File: src/rtl/pcxt_pkg.sv
// Shared definitions for the PC/XT glue logic
// Channel and sample widths, display mode encoding,
// splash and LED timing constants, luminance weight tables

`default_nettype none

package pcxt_pkg;

	////////////////////////////////////////////////////////////
	// Widths
	////////////////////////////////////////////////////////////

	localparam int COLOR_W  = 6;
	// Output channel is the colour value padded with two zero bits
	localparam int VGA_W    = 8;
	localparam int ASPECT_W = 13;
	localparam int OPL_W    = 16;
	localparam int TANDY_W  = 8;
	// One bit of headroom over the output
	localparam int MIX_W    = 17;
	localparam int AUDIO_W  = 16;

	// Video filter selection
	typedef enum logic [1:0] {
		DISP_COLOR = 2'd0,
		DISP_GREEN = 2'd1,
		DISP_AMBER = 2'd2,
		DISP_MONO  = 2'd3
	} display_mode_t;

	////////////////////////////////////////////////////////////
	// Timing
	////////////////////////////////////////////////////////////

	localparam int unsigned SPLASH_SECONDS      = 5;
	// One second at 50 MHz
	localparam int unsigned SPLASH_TICKS_DEFAULT = 50_000_000;
	localparam int unsigned LED_HOLD_DEFAULT     = 4_500_000;

	// Counter widths sized for the default values
	localparam int SPLASH_CNT_W = $clog2(SPLASH_TICKS_DEFAULT);
	localparam int SPLASH_SEC_W = $clog2(SPLASH_SECONDS + 1);
	localparam int LED_CNT_W    = $clog2(LED_HOLD_DEFAULT + 1);

	////////////////////////////////////////////////////////////
	// Luminance weights
	////////////////////////////////////////////////////////////

	localparam int WEIGHT_ENTRIES = 1 << COLOR_W;

	typedef logic [WEIGHT_ENTRIES-1:0][COLOR_W-1:0] weight_table_t;

	// Entry x is (x * factor + 128) / 256, fraction dropped
	function automatic weight_table_t build_weights(input int unsigned factor);
		weight_table_t tbl;
		tbl = '0;
		for (int i = 0; i < WEIGHT_ENTRIES; i++) begin
			tbl[i] = COLOR_W'((i * factor + 128) / 256);
		end
		return tbl;
	endfunction

	// Factors approximate 0.2126, 0.7152 and 0.0722 in 1/256 steps
	localparam weight_table_t RED_WEIGHT   = build_weights(54);
	localparam weight_table_t GREEN_WEIGHT = build_weights(183);
	localparam weight_table_t BLUE_WEIGHT  = build_weights(18);

endpackage

`default_nettype wire

File: src/rtl/video_if.sv
// Video pixel bundle
// One RGB pixel with syncs and data enable, one per clock
// Source and sink views

`timescale 1ns/10ps
`default_nettype none

interface video_if;

	import pcxt_pkg::*;

	// Colour channels
	logic [COLOR_W-1:0] r;
	logic [COLOR_W-1:0] g;
	logic [COLOR_W-1:0] b;

	// Sync pulses and active area
	logic               hs;
	logic               vs;
	logic               de;

	// Producer side
	modport source (output r, g, b, hs, vs, de);

	// Consumer side
	modport sink (input r, g, b, hs, vs, de);

endinterface

`default_nettype wire

File: src/rtl/core_control.sv
// Core control
// Splash hold timer and core reset
// Display mode and HDMI aspect ratio decode

`timescale 1ns/10ps
`default_nettype none

module core_control #(
	parameter int unsigned splash_ticks = pcxt_pkg::SPLASH_TICKS_DEFAULT
) (
	input  wire logic                            CLK_50M,
	input  wire logic                            reset,
	input  wire logic                            splash_skip,
	input  wire logic [1:0]                      mode_sel,
	input  wire logic [1:0]                      aspect_sel,
	output logic                                 core_reset,
	output pcxt_pkg::display_mode_t              display_mode,
	output logic [pcxt_pkg::ASPECT_W-1:0]        video_arx,
	output logic [pcxt_pkg::ASPECT_W-1:0]        video_ary
);

	import pcxt_pkg::*;

	////////////////////////////////////////////////////////////
	// Splash hold
	////////////////////////////////////////////////////////////

	logic [SPLASH_CNT_W-1:0] tick_cnt;
	logic [SPLASH_SEC_W-1:0] sec_cnt;
	logic                    hold;
	logic                    sec_done;
	logic                    last_sec;

	// End of one second of ticks
	assign sec_done = (tick_cnt == SPLASH_CNT_W'(splash_ticks - 1));
	// Final second about to complete
	assign last_sec = (sec_cnt == SPLASH_SEC_W'(SPLASH_SECONDS - 1));

	always_ff @(posedge CLK_50M) begin
		if (reset) begin
			tick_cnt <= '0;
			sec_cnt  <= '0;
			hold     <= 1'b1;
		end else if (hold) begin
			// Skip level ends the hold at once
			if (splash_skip) begin
				hold <= 1'b0;
			end else if (sec_done) begin
				tick_cnt <= '0;
				sec_cnt  <= sec_cnt + 1'b1;
				// Drop on the edge that completes the last second
				if (last_sec) begin
					hold <= 1'b0;
				end
			end else begin
				tick_cnt <= tick_cnt + 1'b1;
			end
		end
	end

	// Core stays held through reset and the splash time
	assign core_reset = reset | hold;

	// Hold only comes back through reset
	assert property (@(posedge CLK_50M) disable iff (reset) !hold |=> !hold)
		else $error("splash hold set again without reset");

	////////////////////////////////////////////////////////////
	// Mode and aspect decode
	////////////////////////////////////////////////////////////

	assign display_mode = display_mode_t'(mode_sel);

	always_comb begin
		if (aspect_sel == 2'd0) begin
			// Original 4:3
			video_arx = ASPECT_W'(4);
			video_ary = ASPECT_W'(3);
		end else begin
			// Full screen and the two custom ratios
			video_arx = ASPECT_W'(aspect_sel) - ASPECT_W'(1);
			video_ary = '0;
		end
	end

endmodule

`default_nettype wire

File: src/rtl/mono_palette.sv
// Monochrome palette filter
// Colour pass-through or luminance shown as green, amber or grey
// One register stage on pixel, syncs and enable

`timescale 1ns/10ps
`default_nettype none

module mono_palette (
	input  wire logic                    CLK_50M,
	input  wire logic                    reset,
	input  wire pcxt_pkg::display_mode_t display_mode,
	video_if.sink                        pix_in,
	video_if.source                      pix_out
);

	import pcxt_pkg::*;

	////////////////////////////////////////////////////////////
	// Luminance
	////////////////////////////////////////////////////////////

	logic [COLOR_W-1:0] luma;

	// Weighted sum of the three channels
	// Table maxima 13 + 45 + 4 fit in six bits
	assign luma = RED_WEIGHT[pix_in.r] + GREEN_WEIGHT[pix_in.g] + BLUE_WEIGHT[pix_in.b];

	////////////////////////////////////////////////////////////
	// Channel select
	////////////////////////////////////////////////////////////

	logic [COLOR_W-1:0] r_next;
	logic [COLOR_W-1:0] g_next;
	logic [COLOR_W-1:0] b_next;

	always_comb begin
		case (display_mode)
			DISP_GREEN: begin
				r_next = '0;
				g_next = luma;
				b_next = '0;
			end
			DISP_AMBER: begin
				// Amber tint from half green
				r_next = luma;
				g_next = luma >> 1;
				b_next = '0;
			end
			DISP_MONO: begin
				r_next = luma;
				g_next = luma;
				b_next = luma;
			end
			default: begin
				// Colour passes through
				r_next = pix_in.r;
				g_next = pix_in.g;
				b_next = pix_in.b;
			end
		endcase
	end

	////////////////////////////////////////////////////////////
	// Output register
	////////////////////////////////////////////////////////////

	logic [COLOR_W-1:0] r_q;
	logic [COLOR_W-1:0] g_q;
	logic [COLOR_W-1:0] b_q;
	logic               hs_q;
	logic               vs_q;
	logic               de_q;

	always_ff @(posedge CLK_50M) begin
		if (reset) begin
			r_q  <= '0;
			g_q  <= '0;
			b_q  <= '0;
			hs_q <= 1'b0;
			vs_q <= 1'b0;
			de_q <= 1'b0;
		end else begin
			r_q  <= r_next;
			g_q  <= g_next;
			b_q  <= b_next;
			// Syncs delayed to stay aligned with the pixel
			hs_q <= pix_in.hs;
			vs_q <= pix_in.vs;
			de_q <= pix_in.de;
		end
	end

	assign pix_out.r  = r_q;
	assign pix_out.g  = g_q;
	assign pix_out.b  = b_q;
	assign pix_out.hs = hs_q;
	assign pix_out.vs = vs_q;
	assign pix_out.de = de_q;

	// Tinted modes carry no blue
	assert property (@(posedge CLK_50M) disable iff (reset)
		(display_mode inside {DISP_GREEN, DISP_AMBER}) |=> (b_q == '0))
		else $error("blue channel set in green or amber mode");

endmodule

`default_nettype wire

File: src/rtl/audio_mixer.sv
// Audio mixer
// Signed sum of OPL2, PC speaker and Tandy sources
// Registered, halved to the output width

`timescale 1ns/10ps
`default_nettype none

module audio_mixer (
	input  wire logic                                 CLK_50M,
	input  wire logic                                 reset,
	input  wire logic signed [pcxt_pkg::OPL_W-1:0]    opl_sample,
	input  wire logic                                 speaker,
	input  wire logic [pcxt_pkg::TANDY_W-1:0]         tandy_sample,
	output logic [pcxt_pkg::AUDIO_W-1:0]              audio_out
);

	import pcxt_pkg::*;

	logic [MIX_W-1:0] opl_term;
	logic [MIX_W-1:0] spk_term;
	logic [MIX_W-1:0] tandy_term;
	logic [MIX_W-1:0] mix_sum;

	// OPL sign-extended, then times 4
	assign opl_term   = {opl_sample[OPL_W-1], opl_sample} << 2;
	// Speaker bit lands at 32768
	assign spk_term   = {1'b0, speaker, 15'd0};
	// Tandy times 256
	assign tandy_term = {1'b0, tandy_sample, 8'd0};

	// Wraps in MIX_W bits
	assign mix_sum = opl_term + spk_term + tandy_term;

	always_ff @(posedge CLK_50M) begin
		if (reset) begin
			audio_out <= '0;
		end else begin
			audio_out <= mix_sum[MIX_W-1:1];
		end
	end

endmodule

`default_nettype wire

File: src/rtl/activity_led.sv
// Activity LED
// Pulse stretcher, retriggered by every activity pulse

`timescale 1ns/10ps
`default_nettype none

module activity_led #(
	parameter int unsigned hold_cycles = pcxt_pkg::LED_HOLD_DEFAULT
) (
	input  wire logic CLK_50M,
	input  wire logic reset,
	input  wire logic activity,
	output logic      led
);

	import pcxt_pkg::*;

	logic [LED_CNT_W-1:0] hold_cnt;

	always_ff @(posedge CLK_50M) begin
		if (reset) begin
			hold_cnt <= '0;
		end else if (activity) begin
			// Restart the stretch on each pulse
			hold_cnt <= LED_CNT_W'(hold_cycles);
		end else if (hold_cnt != '0) begin
			hold_cnt <= hold_cnt - 1'b1;
		end
	end

	// Lit while counting down
	assign led = (hold_cnt != '0);

	// Idle counter with no pulse keeps the LED dark
	assert property (@(posedge CLK_50M) disable iff (reset)
		(hold_cnt == '0 && !activity) |=> !led)
		else $error("LED lit without activity");

endmodule

`default_nettype wire

File: src/rtl/pcxt_top.sv
// PC/XT glue top level
// Plain ports mapped onto pixel bundles
// Control, palette filter, audio mixer and activity LED

`timescale 1ns/10ps
`default_nettype none

module pcxt_top #(
	parameter int unsigned splash_ticks = pcxt_pkg::SPLASH_TICKS_DEFAULT,
	parameter int unsigned hold_cycles  = pcxt_pkg::LED_HOLD_DEFAULT
) (
	input  wire logic                                CLK_50M,
	input  wire logic                                reset,
	input  wire logic                                splash_skip,
	input  wire logic [1:0]                          mode_sel,
	input  wire logic [1:0]                          aspect_sel,
	input  wire logic [pcxt_pkg::COLOR_W-1:0]        r_in,
	input  wire logic [pcxt_pkg::COLOR_W-1:0]        g_in,
	input  wire logic [pcxt_pkg::COLOR_W-1:0]        b_in,
	input  wire logic                                hs_in,
	input  wire logic                                vs_in,
	input  wire logic                                de_in,
	input  wire logic signed [pcxt_pkg::OPL_W-1:0]   opl_sample,
	input  wire logic                                speaker,
	input  wire logic [pcxt_pkg::TANDY_W-1:0]        tandy_sample,
	input  wire logic                                disk_activity,
	output logic                                     core_reset,
	output logic [pcxt_pkg::VGA_W-1:0]               vga_r,
	output logic [pcxt_pkg::VGA_W-1:0]               vga_g,
	output logic [pcxt_pkg::VGA_W-1:0]               vga_b,
	output logic                                     vga_hs,
	output logic                                     vga_vs,
	output logic                                     vga_de,
	output logic [pcxt_pkg::AUDIO_W-1:0]             audio_l,
	output logic [pcxt_pkg::AUDIO_W-1:0]             audio_r,
	output logic                                     led_user,
	output logic [pcxt_pkg::ASPECT_W-1:0]            video_arx,
	output logic [pcxt_pkg::ASPECT_W-1:0]            video_ary
);

	import pcxt_pkg::*;

	////////////////////////////////////////////////////////////
	// Video path
	////////////////////////////////////////////////////////////

	video_if       vid_in ();
	video_if       vid_out ();
	display_mode_t display_mode;
	logic [AUDIO_W-1:0] audio_mix;

	// Raw pixel from the video source
	assign vid_in.r  = r_in;
	assign vid_in.g  = g_in;
	assign vid_in.b  = b_in;
	assign vid_in.hs = hs_in;
	assign vid_in.vs = vs_in;
	assign vid_in.de = de_in;

	// 6-bit channels padded to the 8-bit VGA outputs
	assign vga_r  = {vid_out.r, {(VGA_W - COLOR_W){1'b0}}};
	assign vga_g  = {vid_out.g, {(VGA_W - COLOR_W){1'b0}}};
	assign vga_b  = {vid_out.b, {(VGA_W - COLOR_W){1'b0}}};
	assign vga_hs = vid_out.hs;
	assign vga_vs = vid_out.vs;
	assign vga_de = vid_out.de;

	core_control #(.splash_ticks(splash_ticks)) u_core_control (
		.CLK_50M      (CLK_50M),
		.reset        (reset),
		.splash_skip  (splash_skip),
		.mode_sel     (mode_sel),
		.aspect_sel   (aspect_sel),
		.core_reset   (core_reset),
		.display_mode (display_mode),
		.video_arx    (video_arx),
		.video_ary    (video_ary)
	);

	mono_palette u_mono_palette (
		.CLK_50M      (CLK_50M),
		.reset        (reset),
		.display_mode (display_mode),
		.pix_in       (vid_in.sink),
		.pix_out      (vid_out.source)
	);

	////////////////////////////////////////////////////////////
	// Audio and LED
	////////////////////////////////////////////////////////////

	audio_mixer u_audio_mixer (
		.CLK_50M      (CLK_50M),
		.reset        (reset),
		.opl_sample   (opl_sample),
		.speaker      (speaker),
		.tandy_sample (tandy_sample),
		.audio_out    (audio_mix)
	);

	// Mono mix on both channels
	assign audio_l = audio_mix;
	assign audio_r = audio_mix;

	activity_led #(.hold_cycles(hold_cycles)) u_activity_led (
		.CLK_50M  (CLK_50M),
		.reset    (reset),
		.activity (disk_activity),
		.led      (led_user)
	);

endmodule

`default_nettype wire

File: config.mk
export PLATFORM = sky130hd
export DESIGN_NAME = pcxt_top
export DESIGN_NICKNAME = d
export VERILOG_FILES = /design/src/rtl/pcxt_pkg.sv /design/src/rtl/video_if.sv /design/src/rtl/core_control.sv /design/src/rtl/mono_palette.sv /design/src/rtl/audio_mixer.sv /design/src/rtl/activity_led.sv /design/src/rtl/pcxt_top.sv
export SDC_FILE = /design/constraint.sdc
export NUM_CORES = 1
export LEC_CHECK = 0
export BUFFER_PORTS_ARGS = -buffer_cell sky130_fd_sc_hd__buf_2
export CAP_MARGIN = 25
export CORE_MARGIN = 3
export CORE_UTILIZATION = 49
export CTS_CLUSTER_SIZE = 16
export DETAILED_ROUTE_END_ITERATION = 8
export PLACE_DENSITY = 0.76
export SLEW_MARGIN = 20
export SYNTH_ARGS = -nofsm -noshare
export SYNTH_HDL_FRONTEND = slang
export SYNTH_SLANG_ARGS = --single-unit
File: constraint.sdc
create_clock -name CLK_50M -period 2.85 [get_ports CLK_50M]
set_input_delay 0 -clock CLK_50M [delete_from_list [all_inputs] [get_ports CLK_50M]]
set_output_delay 0 -clock CLK_50M [all_outputs]
set_load 0.005 [all_outputs]
Word-level counts from Yosys, hierarchy flattened
Memory sizes are Yosys's and may differ from the RTL's.
Index checks and enable logic that the tools add are counted.
{"block": "totals", "register_bits": 90, "mem_bits_ro": 1152, "in_bits": 54, "n_memories": 3}
{"block": "op_classes", "add_sub_neg": 8, "n_lt_le_gt_ge": 3, "eq_ne": 5, "muxes": 15, "bitwise_logic": 2, "n_reduce_logical": 9}
{"memory": "(name not given)", "depth": 64, "width": 6, "read_ports": 1, "rd_ports_with_merged_regs": 0, "write_ports": 0, "line_no": "mono_palette.sv:26", "source": "assign luma = RED_WEIGHT[pix_in.r] + GREEN_WEIGHT[pix_in.g] + BLUE_WEIGHT[pix_in.b];"}
{"memory": "(name not given)", "depth": 64, "width": 6, "read_ports": 1, "rd_ports_with_merged_regs": 0, "write_ports": 0, "line_no": "mono_palette.sv:26"}
{"memory": "(name not given)", "depth": 64, "width": 6, "read_ports": 1, "rd_ports_with_merged_regs": 0, "write_ports": 0, "line_no": "mono_palette.sv:26"}
{"op": "2-to-1 mux 23 bit", "count": 2}
{"op": "case mux 6 bit (2 select lines)", "count": 3}
{"op": "adder 17 x 16 -> 17 bit", "count": 2}
{"op": "adder 26 x 1 -> 26 bit, second input constant", "count": 1}
{"op": "equality test 26 bit, second input constant", "count": 1}
{"op": "2-to-1 mux 26 bit", "count": 1}
{"op": "nonzero test 23 bit", "count": 1}
{"op": "subtractor 23 x 1 -> 23 bit, second input constant", "count": 1}
{"op": "< comparator 6 x 7 -> 1 bit, second input constant", "count": 3}
{"op": "2-to-1 mux 6 bit", "count": 3}
{"op": "2-to-1 mux 13 bit", "count": 1}
{"op": "adder 6 bit", "count": 2}
{"op": "OR reduction 2 bit", "count": 4}
{"op": "equality test 2 bit, second input constant", "count": 2}
{"op": "2-to-1 mux 1 bit", "count": 4}
{"op": "adder 3 x 1 -> 3 bit, second input constant", "count": 1}
{"op": "equality test 3 bit, second input constant", "count": 1}
{"op": "AND reduction 3 bit", "count": 1}
{"op": "subtractor 2 x 1 -> 3 bit, second input constant", "count": 1}
{"op": "equality test 2 x 1 -> 1 bit, second input constant", "count": 1}
{"op": "logical NOT 2 bit", "count": 1}
{"op": "2-to-1 mux 2 bit", "count": 1}
{"op": "AND reduction 2 bit", "count": 1}
{"op": "nonzero test 2 bit", "count": 1}
{"op": "2 further kinds", "count": 2}

Logic depth before layout (Yosys ltp)
Gate-level depths: netlist of run 1.
{"block": "depth", "ltp_word": 5, "ltp_mapped": 17, "ltp_nobuf": 17}

Hierarchy
From an unflattened synthesis of run 1, not the netlist that was laid out.
{"block": "hier_totals", "cells_unflattened": 691, "area_unflattened_um2": 5755.5}
{"module": "core_control", "instances": 1, "cells_each": 214, "area_per_inst_um2": 1783.0}
{"module": "mono_palette", "instances": 1, "cells_each": 223, "area_per_inst_um2": 1730.4}
{"module": "activity_led", "instances": 1, "cells_each": 143, "area_per_inst_um2": 1217.4}
{"module": "audio_mixer", "instances": 1, "cells_each": 88, "area_per_inst_um2": 855.8}
{"module": "pcxt_top", "instances": 1, "cells_each": 23, "area_per_inst_um2": 168.9}

Worst setup path after synthesis of run 1
Ideal clock, no wire load.
{"block": "synth_path", "kind": "input port to flip-flop", "from": "input port g_in[0] (netlist bit)", "to": "register u_mono_palette.g_q[4] (netlist: u_mono_palette.pix_out.g[4])", "setup_ps": 95, "arrival_time_ps": 2987, "t_required_ps": 2755, "path_slack_ps": -232, "cell_stages": 17, "path_buffers": 0, "cell_sequence": "inv_1 > ha_1 > nand2_1 > o21ai_0 > nand2_1 > o21ai_0 > mux4_2 > fa_1 > inv_1 > ha_1 > inv_1 > fa_1 > nand2b_1 > a21oi_1 > xor2_1 > nand2_1 > a221oi_1"}
{"block": "synth_between", "elab_chain_cells": 5}
{"item": "start: declaration", "line_no": "pcxt_top.sv:18", "source": "input wire logic [pcxt_pkg::COLOR_W-1:0] g_in,"}
{"item": "memory (64 x 6 bit)"}
{"item": "2-to-1 mux 6 bit (implied by the code)", "line_no": "mono_palette.sv:26"}
{"item": "adder 6 bit (2 in series)", "line_no": "mono_palette.sv:26"}
{"item": "case mux 6 bit (2 select lines)", "line_no": "mono_palette.sv:37", "source": "case (display_mode)"}
{"item": "end signal: assignment", "line_no": "mono_palette.sv:84", "source": "g_q <= g_next;"}
{"item": "end: declaration", "line_no": "mono_palette.sv:68", "source": "logic [COLOR_W-1:0] g_q;"}
Every way passes these cells. The select of a mux whose other input is x is not followed.
A chain may end at the register's enable or synchronous reset.

Final worst setup path of run 1
{"block": "layout_path", "from": "input port g_in[1] (netlist bit)", "to": "register u_mono_palette.g_q[4] (netlist: u_mono_palette.pix_out.g[4])"}
The elaborated chain is that of the path after synthesis.

==> results of run 1 <==
==> worst max path at each step <==
stage                     depth (start not counted)  slack (ns)     from                     endpoint
after global placement                           18       -0.30  g_in[1]  u_mono_palette.pix_out.g[4]
final                                            18        0.02  g_in[1]  u_mono_palette.pix_out.g[4]
after floorplan                                  17       -0.06  g_in[1]  u_mono_palette.pix_out.g[4]
after global routing                             18       -0.16  g_in[1]  u_mono_palette.pix_out.g[4]
after CTS                                        19      0.0007  g_in[0]  u_mono_palette.pix_out.r[5]
after detailed placement                         18       -0.46  g_in[1]  u_mono_palette.pix_out.g[4]
==> Yosys cell counts, drive strengths merged (15+ instances only) <==
library cell   n
dfxtp         89
inv           30
nor2          85
o21ai         28
xnor2         28
xor2          21
buf           54
nand2         44
clkbuf        23
nor2b         18
nand3         15
ha            31
a21oi         41
==> kinds of logic (layout without fill, tap and decap cells) <==
logic type	Yosys count	after routing
compound gates	122	122
buf+inv	107	203
mux	6	6
fa+ha+maj	38	38
xor+xnor	49	49
simple gates	259	259
flops	89	89
other cells	1	29
==> tightest hold or removal path: stages <==
cell                       delay [ns]
sky130_fd_sc_hd__buf_2           0.11
sky130_fd_sc_hd__nor2b_1         0.09
sky130_fd_sc_hd__o21ai_0         0.08
sky130_fd_sc_hd__nand2b_1        0.05
==> where the power goes <==
group | total (mW) | internal [mW] | leakage (nW) | switching (mW)
Sequential | 1.39 | 1.33 | 0.730 | 0.0539
Combinational | 0.974 | 0.470 | 2.00 | 0.504
Clock | 0.889 | 0.446 | 0.102 | 0.442
==> routing by layer <==
| metal | GRT usage, % | part of all wire [%] |
|---|---|---|
| met5 | 0 | 0 |
| met4 | 6.732 | 1.4 |
| met3 | 4.348 | 6.5 |
| met2 | 34.65 | 49 |
| met1 | 24.70 | 43 |
==> state kept, by name, summed over array words and instances, names as in the netlist, 3 cells and up <==
register,flops
u_core_control.tick_cnt,26
u_activity_led.hold_cnt,23
u_mono_palette.pix_out.r,6
u_mono_palette.pix_out.b,6
u_core_control.sec_cnt,3
u_audio_mixer.audio_out,15
u_mono_palette.pix_out.g,6
==> layout by cell type, fill, tap and decap left out, types with 4 or more instances in the layout <==
cell,count
sky130_fd_sc_hd__a21oi_2,6
sky130_fd_sc_hd__nor2_1,83
sky130_fd_sc_hd__a21oi_1,35
sky130_fd_sc_hd__nand4_1,14
sky130_fd_sc_hd__nand2b_1,8
sky130_fd_sc_hd__xor2_1,21
sky130_fd_sc_hd__nor2b_1,18
sky130_fd_sc_hd__or3_1,6
sky130_fd_sc_hd__and3_1,4
sky130_fd_sc_hd__or2_2,7
sky130_fd_sc_hd__nand3b_1,7
sky130_fd_sc_hd__dlygate4sd3_1,23
sky130_fd_sc_hd__nand2_1,42
sky130_fd_sc_hd__a31oi_1,11
sky130_fd_sc_hd__nor3_1,12
sky130_fd_sc_hd__inv_1,25
sky130_fd_sc_hd__a211oi_1,9
sky130_fd_sc_hd__buf_4,27
sky130_fd_sc_hd__conb_1,29
sky130_fd_sc_hd__o21ai_0,21
sky130_fd_sc_hd__clkbuf_8,11
sky130_fd_sc_hd__nor4_1,11
sky130_fd_sc_hd__o21ai_1,5
sky130_fd_sc_hd__fa_1,4
sky130_fd_sc_hd__dfxtp_1,89
sky130_fd_sc_hd__nand3_1,14
sky130_fd_sc_hd__and2_1,5
sky130_fd_sc_hd__buf_2,104
sky130_fd_sc_hd__xnor2_1,28
sky130_fd_sc_hd__ha_1,28
==> cell type report <==
| type | count | area [um^2] |
|---|---|---|
| Tap cell | 140 | 175.2 |
| Inverter | 30 | 120.1 |
| Clock buffer | 12 | 155.1 |
| Clock inverter | 3 | 40.04 |
| Timing Repair Buffer | 158 | 991.0 |
| Multi-Input combinational cell | 503 | 3351 |
| Sequential cell | 89 | 1782 |
| Fill cell | 920 | 4274 |
==> per-stage QoR <==
stage / std cells / utilization, % / TNS (ns)
finish: 935 / 60.74 / 0
global route: 935 / 60.74 / -0.5874
CTS: 935 / 60.14 / 0
detailed placement: 894 / 55.71 / -4.001
global placement: 894 / 55.71 / -2.399
floorplan: 699 / - / -0.06140
==> repair_timing <==
action                                  CTS  global route
pin swaps                                 7            13
endpoints found under the setup margin    3            10
resized for setup                        12            21
buffers inserted                          3             1
hold buffers                             23             0
hold endpoints to repair                 22             0
==> out/qor.tcl, run 1 <==
set qor(run_status) {finished clean}
set qor(synth_fa_ha_area_share_pct) 9.426
set qor(dpl_cell_area_mm2) 0.006066
set qor(synth-main-ff-cell) {sky130_fd_sc_hd__dfxtp_1}
set qor(post-route-drc-count) 0
set qor(critPathLaunchType) {primary input}
set qor(die-area_mm2) 0.01252
set qor(detailedRoute.firstIterationViolations) 466
set qor(postLayoutCellArea_mm2) 0.006614
set qor(cp_cell_sequence) {buf_6 -> clkinvlp_4 -> ha_4 -> mux2_4 -> nor2_4 -> a21oi_2 -> o211ai_1 -> o21ai_1 -> fa_1 -> inv_2 -> ha_4 -> inv_2 -> fa_2 -> nand2b_4 -> a21oi_2 -> xor2_1 -> nand2_2 -> a221oi_2}
set qor(yosys.area_share.xor_xnor_pct) 7.810
set qor(worstPathMaxFanout) 5
set qor(cts_sinks) 89
set qor(p_leak_nw) 2.834
set qor(synth_top_area_share_pct) 32.42
set qor(crit_required_ns) 3.13
set qor(pin_count_of_the_biggest_net_entering_global_routing) 61
set qor(grt_pass1_wl_mm) 21.21
set qor(maxCapViolations) 0
set qor(synth-seq-area-share_pct) 32.42
set qor(fin_total_pwr_mw) 3.249
set qor(yosys.area.top_type) {sky130_fd_sc_hd__dfxtp_1}
set qor(final_hold_viol_count) 0
set qor(timing.hold.worst.class) {in -> reg}
set qor(worstRegToRegCells) 6
set qor(relSlewSlack_pct) 47.38
set qor(clkSlewWorstSetupHoldPaths_ns) 0.09
set qor(floorplan.rows) 38
set qor(critical-path-max-stage-delay_ns) 0.47
set qor(placement.setup.worst_slack_ns) -0.4570
set qor(fp.coreArea_mm2) 0.01089
set qor(synthSimpleGateAreaFrac_pct) 24.64
set qor(drt_wl_total_mm) 12.84
set qor(die_y_um) 111.9
set qor(synthesis.area_mm2) 0.005495
set qor(yosys_register_bits) 89
set qor(antenna_found_initial) 0
set qor(power.density_cell_area_mw_per_mm2) 491.2
set qor(tritoncts) {built}
set qor(ioPinCount) 141
set qor(synth_compound_area_share_pct) 13.73
set qor(fmax_mhz) 353.8
set qor(worstSetupEndpointType) {flop}
set qor(mean_instance_size_in_the_synthesized_netlist_um2) 8.190
set qor(drt-pass1-iter-count) 5
set qor(finClkSkew_ns) 0.008822
set qor(dr_vias) 4999
set qor(post-dp-hpwl_mm) 9.269
set qor(tightest_slew_ns) 0.7864
set qor(setup_viol_count_final) 0
set qor(r2r_setup_slack_ns) 0.55
set qor(synthToLayoutAreaGrowth_pct) 20.36
set qor(die_x_um) 111.9
set qor(globalRouteTotalUtil_pct) 20.04
set qor(synthTopCellsByArea) {sky130_fd_sc_hd__dfxtp_1 32%, sky130_fd_sc_hd__ha_1 7.1%, sky130_fd_sc_hd__buf_4 6.3%}
set qor(synth_cell_types) 64
set qor(hold-path-endpoint) {u_core_control.hold}
set qor(synth_async_sr_flop_share_pct) 0
set qor(yosys_warnings) 0
set qor(gr-total-overflow) 0
set qor(clkLatencyLatePin_ns) 0.36
set qor(placement.io_buffers) 110
set qor(layout-drive-gt1-share_pct) 24.03
set qor(start_util_pct) 50.47
set qor(final.min_clock_period_ns) 2.826
set qor(path_delay_family) {adder cells}
set qor(worst_slack_ns) 0.02356
set qor(whs_ns) 0.01381
set qor(whs_path_depth) 4
set qor(portion_of_the_clock_cycle_consumed_by_the_worst_path_in_the_final_layout_pct) 99.17
set qor(hold_path.startpoint) {splash_skip}
set qor(critical_path_arrival_ns) 3.11
set qor(r2r_start) {u_activity_led.hold_cnt[9]}
set qor(synth_top_family_by_area) {simple AND/OR/NAND/NOR gates}
set qor(cts-htree-levels) 3
set qor(crit_type) {in -> reg}
set qor(cts_root_buffer) {sky130_fd_sc_hd__clkbuf_8}
set qor(buffer_and_inverter_count_on_the_worst_path) 4
set qor(post_synth_edffs) 0
set qor(regToRegEndpoint) {u_activity_led.hold_cnt[1]}
set qor(cts_max_path_buffers) 2
set qor(number_of_standard_cells_after_synthesis) 671
set qor(diodes) 0
set qor(vdd.ir_drop.worst_mv) 0.2984
set qor(number_of_global_route_vias_before_repair) 4770
set qor(timing.final.max_slew_violations) 0
set qor(final_nets) 882
set qor(wl_per_cell_um) 13.73
set qor(multiplexer_share_of_the_synthesized_area_pct) 1.366
set qor(drt-vias-per-instance) 5.347
set qor(ant_nets) 0
set qor(cts_made_buffers) 9
set qor(unrepaired_setup_endpoints_after_global_routing) {true}
set qor(gp_congestion) 0.8919
set qor(timing.critical_path.slowest_stage_cell) {sky130_fd_sc_hd__fa_1}
Power figures use the tool's default switching activity.
==> run 2, diff against run 1 <==
Settings changed: ABC_AREA set to 1, PLACE_DENSITY 0.76 to 0.75.
==> run 2 against run 1 <==
Non-clock buffer count down 4. Synthesized cell count rose by 28%. Die area is 5.6% higher. First-iteration DRC count fell by 40%. Total power rose by 12%. Setup slack better by 0.23 ns. Largest cell class unchanged. Highest routed layer unchanged.
==> out/qor.tcl, run 2 <==
set qor(ioPinCount) 141 ;# unchanged
set qor(synthMostInstantiatedCell) {sky130_fd_sc_hd__nand2_1}
set qor(fp.coreArea_mm2) 0.01152 ;# +5.8%
set qor(yosys.area.top_type) {sky130_fd_sc_hd__dfxtp_1}
set qor(cts_max_path_buffers) 2 ;# unchanged
set qor(relSlewSlack_pct) 63.31 ;# +16 points
set qor(yosys_register_bits) 89 ;# unchanged
set qor(die_y_um) 115 ;# +2.8%
set qor(synth-main-ff-cell) {sky130_fd_sc_hd__dfxtp_1}
set qor(die-area_mm2) 0.01323 ;# +5.6%
set qor(layout_common_cells) {192 x sky130_fd_sc_hd__nand2_1, 130 x sky130_fd_sc_hd__nor2_1, 105 x sky130_fd_sc_hd__inv_1}
set qor(drt_wl_total_mm) 13.91 ;# +8.4%
set qor(regToRegEndpoint) {u_activity_led.hold_cnt[5]}
set qor(buffer_and_inverter_count_on_the_worst_path) 5 ;# +1
set qor(antenna_found_initial) 0 ;# unchanged
set qor(power.density_cell_area_mw_per_mm2) 516.5 ;# +5.2%
set qor(pin_count_of_the_biggest_net_entering_global_routing) 48 ;# -21%
set qor(number_of_global_route_vias_before_repair) 4853 ;# +1.7%
set qor(grt_pass1_wl_mm) 22.67 ;# +6.9%
set qor(largest_register_ffs) 26 ;# unchanged
set qor(setup-tns-final_ns) 0 ;# unchanged
set qor(layout-drive-gt1-share_pct) 18.63 ;# -5.4 points
set qor(cts-htree-levels) 3 ;# unchanged
set qor(r2r_setup_slack_ns) 0.71 ;# +0.16 ns
set qor(worstSetupEndpointType) {flop}
set qor(gp_congestion) 0.9008 ;# +1.0%
set qor(path_depth) 21 ;# +3
set qor(placement.io_buffers) 110 ;# unchanged
set qor(worstRegToRegCells) 9 ;# +3
set qor(drt-pass1-iter-count) 5 ;# unchanged
set qor(timing.hold.worst.class) {in -> reg}
set qor(clkLatencyLatePin_ns) 0.34 ;# -0.02 ns
set qor(r2r_start) {u_activity_led.hold_cnt[0]}
set qor(post-dp-hpwl_mm) 10.33 ;# +11%
set qor(critPathLaunchType) {primary input}
set qor(cts_made_buffers) 9 ;# unchanged
set qor(timing.final.max_slew_violations) 0 ;# unchanged
set qor(met3_usage_pct) 2.842 ;# -1.5 points
set qor(post_synth_edffs) 0 ;# unchanged
set qor(clkSlewWorstSetupHoldPaths_ns) 0.07 ;# -0.02 ns
set qor(final.min_clock_period_ns) 2.598 ;# -0.2281 ns
set qor(cts_root_buffer) {sky130_fd_sc_hd__clkbuf_16}
set qor(maxCapViolations) 0 ;# unchanged
set qor(yosys_warnings) 0 ;# unchanged
set qor(synthTopCellsByArea) {sky130_fd_sc_hd__dfxtp_1 31%, sky130_fd_sc_hd__nand2_1 13%, sky130_fd_sc_hd__nor2_1 8.4%}
set qor(vdd.ir_drop.worst_mv) 0.2667 ;# -11%
set qor(tritoncts) {built}
set qor(path_delay_family) {buffers and inverters}
set qor(setup_viol_count_final) 0 ;# unchanged
set qor(gr-total-overflow) 0 ;# unchanged
set qor(worstPathMaxFanout) 4 ;# -1
set qor(critical_path_arrival_ns) 2.82 ;# -0.29 ns
set qor(die_x_um) 115 ;# +2.8%
set qor(unrepaired_setup_endpoints_after_global_routing) {false}
set qor(timing.critical_path.slowest_stage_cell) {sky130_fd_sc_hd__dlygate4sd3_1}
set qor(diodes) 0 ;# unchanged
set qor(wl_per_cell_um) 12.25 ;# -11%
set qor(synthesis.area_mm2) 0.005822 ;# +5.9%
set qor(synth_top_area_share_pct) 30.60 ;# -1.8 points
set qor(cts_sinks) 89 ;# unchanged
set qor(dr_vias) 5552 ;# +11%
set qor(critical-path-max-stage-delay_ns) 0.61 ;# +0.14 ns
set qor(synth-seq-area-share_pct) 30.60 ;# -1.8 points
set qor(drt-vias-per-instance) 4.887 ;# -8.6%
set qor(global_route.usage.met2_pct) 34.65 ;# about the same
set qor(cp_cell_sequence) {dlygate4sd3_1 -> a21o_1 -> a21oi_2 -> o21ai_1 -> o21ai_1 -> inv_1 -> fa_2 -> inv_1 -> ha_2 -> inv_1 -> fa_2 -> inv_1 -> nand2_1 -> nand2_1 -> nand2_1 -> nand2_1 -> nand3_2 -> nand2_2 -> nor2_1 -> nor2_1 -> nor2_1}
set qor(finClkSkew_ns) 0.005888 ;# -0.002933 ns
set qor(p_leak_nw) 3.562 ;# +26%
set qor(synth_top_cells_by_count) {194 x sky130_fd_sc_hd__nand2_1, 131 x sky130_fd_sc_hd__nor2_1, 107 x sky130_fd_sc_hd__inv_1}
set qor(critical_path.endpoint) {u_mono_palette.pix_out.g[4]}
set qor(biggestRegsByFlops) {u_core_control.tick_cnt (26), u_activity_led.hold_cnt (23), u_audio_mixer.audio_out (15)}
set qor(start_util_pct) 50.55 ;# +0.083 points
set qor(synthToLayoutAreaGrowth_pct) 21.13
set qor(detailedRoute.firstIterationViolations) 281 ;# -40%
set qor(grt_busiest_layer) {met2}
set qor(final_hold_viol_count) 0 ;# unchanged
set qor(crit_required_ns) 3.07 ;# -0.06 ns
set qor(number_of_standard_cells_after_synthesis) 860 ;# +28%
set qor(fillers) 1078 ;# +17%
set qor(synth_cell_types) 41 ;# -36%
set qor(final_nets) 1079 ;# +22%
set qor(mean_instance_size_in_the_synthesized_netlist_um2) 6.770 ;# -17%
set qor(critical_path_origin) {b_in[1]}
set qor(final_common_cell) {sky130_fd_sc_hd__nand2_1}
set qor(post-route-drc-count) 0 ;# unchanged
set qor(grt.met1_usage_pct) 28.09 ;# +3.4 points
set qor(ant_nets) 0 ;# unchanged
set qor(globalRouteTotalUtil_pct) 20.84 ;# +0.80 points
set qor(tightest_slew_ns) 0.5497 ;# -0.2366 ns
set qor(run_status) {finished clean}
set qor(whs_ns) 0.007313 ;# -0.006498 ns
set qor(fin_total_pwr_mw) 3.642 ;# +12%
set qor(fmax_mhz) 384.9 ;# +8.8%
set qor(floorplan.rows) 39 ;# +2.6%
set qor(fin_util_pct) 61.23 ;# +0.49 points
set qor(crit_type) {in -> reg}
set qor(synth_async_sr_flop_share_pct) 0 ;# unchanged
set qor(portion_of_the_clock_cycle_consumed_by_the_worst_path_in_the_final_layout_pct) 91.17 ;# -8.0 points
set qor(top_register) {u_core_control.tick_cnt}
-- run 2: cell count changes after synthesis, moves of 9 or more --
| cell | previous run | this run |
|---|---|---|
| sky130_fd_sc_hd__xnor2_1 | 28 | 10 |
| sky130_fd_sc_hd__nor2b_1 | 18 | 0 |
| sky130_fd_sc_hd__nand2_1 | 44 | 194 |
| sky130_fd_sc_hd__inv_1 | 30 | 107 |
| sky130_fd_sc_hd__nor2_1 | 85 | 131 |
| sky130_fd_sc_hd__nand3_1 | 14 | 48 |
| sky130_fd_sc_hd__nand2b_1 | 9 | 0 |
| sky130_fd_sc_hd__nor4_1 | 11 | 0 |
| sky130_fd_sc_hd__clkbuf_1 | 22 | 9 |
-- run 2: final cells by class --
cell class                 instances  area (um^2)  share of cell area (%)
multi-input combinational        625         3347                   47.46
sequential                        89         1782                   25.27
timing repair buffer             154        994.7                   14.11
inverter                         109        411.6                   5.837
clock buffer                      11        252.7                   3.584
tap                              143        178.9                   2.537
clock inverter                     5        85.08                   1.207
-- run 2: how the worst min path moves through the flow --
stage | from | to | slack, ns | cells past startpoint
after floorplan | aspect_sel[0] | video_arx[0] | 0.03 | 1
after global placement | opl_sample[5] | u_audio_mixer.audio_out[6] | 0.20 | 3
after detailed placement | opl_sample[3] | u_audio_mixer.audio_out[4] | 0.21 | 3
after CTS | mode_sel[1] | u_mono_palette.pix_out.r[3] | 0.0009 | 3
after global routing | mode_sel[1] | u_mono_palette.pix_out.r[1] | 0.03 | 3
final | mode_sel[1] | u_mono_palette.pix_out.r[3] | 0.007 | 3
-- run 2: tightest hold or removal path, stage by stage --
cell and delay, ns:
sky130_fd_sc_hd__buf_2 0.16, sky130_fd_sc_hd__nand2_1 0.09, sky130_fd_sc_hd__a21oi_1 0.05
-- run 2: cells by family after synthesis --
kind of cell / Yosys count / share of synthesized area (%)
AND/OR/NAND/NOR: 430 / 32.07
buffers and inverters: 174 / 14.51
AO/OA/AOI/OAI: 106 / 10.57
flip-flops: 89 / 30.60
adder cells (fa/ha/maj): 37 / 8.726
XOR/XNOR: 23 / 3.460
other: 1 / 0.06441
-- run 2: metal layers --
layer  vias up  wire (um)
met5         -          0
met4         0        199
met3        14        538
met2       123       6744
met1      2495       6430
li1       2920          -
-- run 2: power breakdown --
group	internal (mW)	switching (mW)	leakage [nW]	total, mW
combinational	0.400	0.535	2.67	0.935
clock	0.821	0.508	0.162	1.33
sequential	1.33	0.0476	0.730	1.38
-- run 2: stage by stage --
step                      area, um^2  worst slack (ns)  instances
after floorplan                 5932          0.006495        888
final                           7052            0.2516       1136
after global placement          6369           -0.1357       1095
after global routing            7052         0.0005467       1136
after detailed placement        6369           -0.1845       1095
after CTS                       6977           0.02960       1138
-- run 2: timing repair --
item                                   CTS  global route
endpoints found under the hold margin   29             0
buffers inserted                         0             3
resized for setup                        0            33
hold buffers                            27             0
setup endpoints to repair                0            10
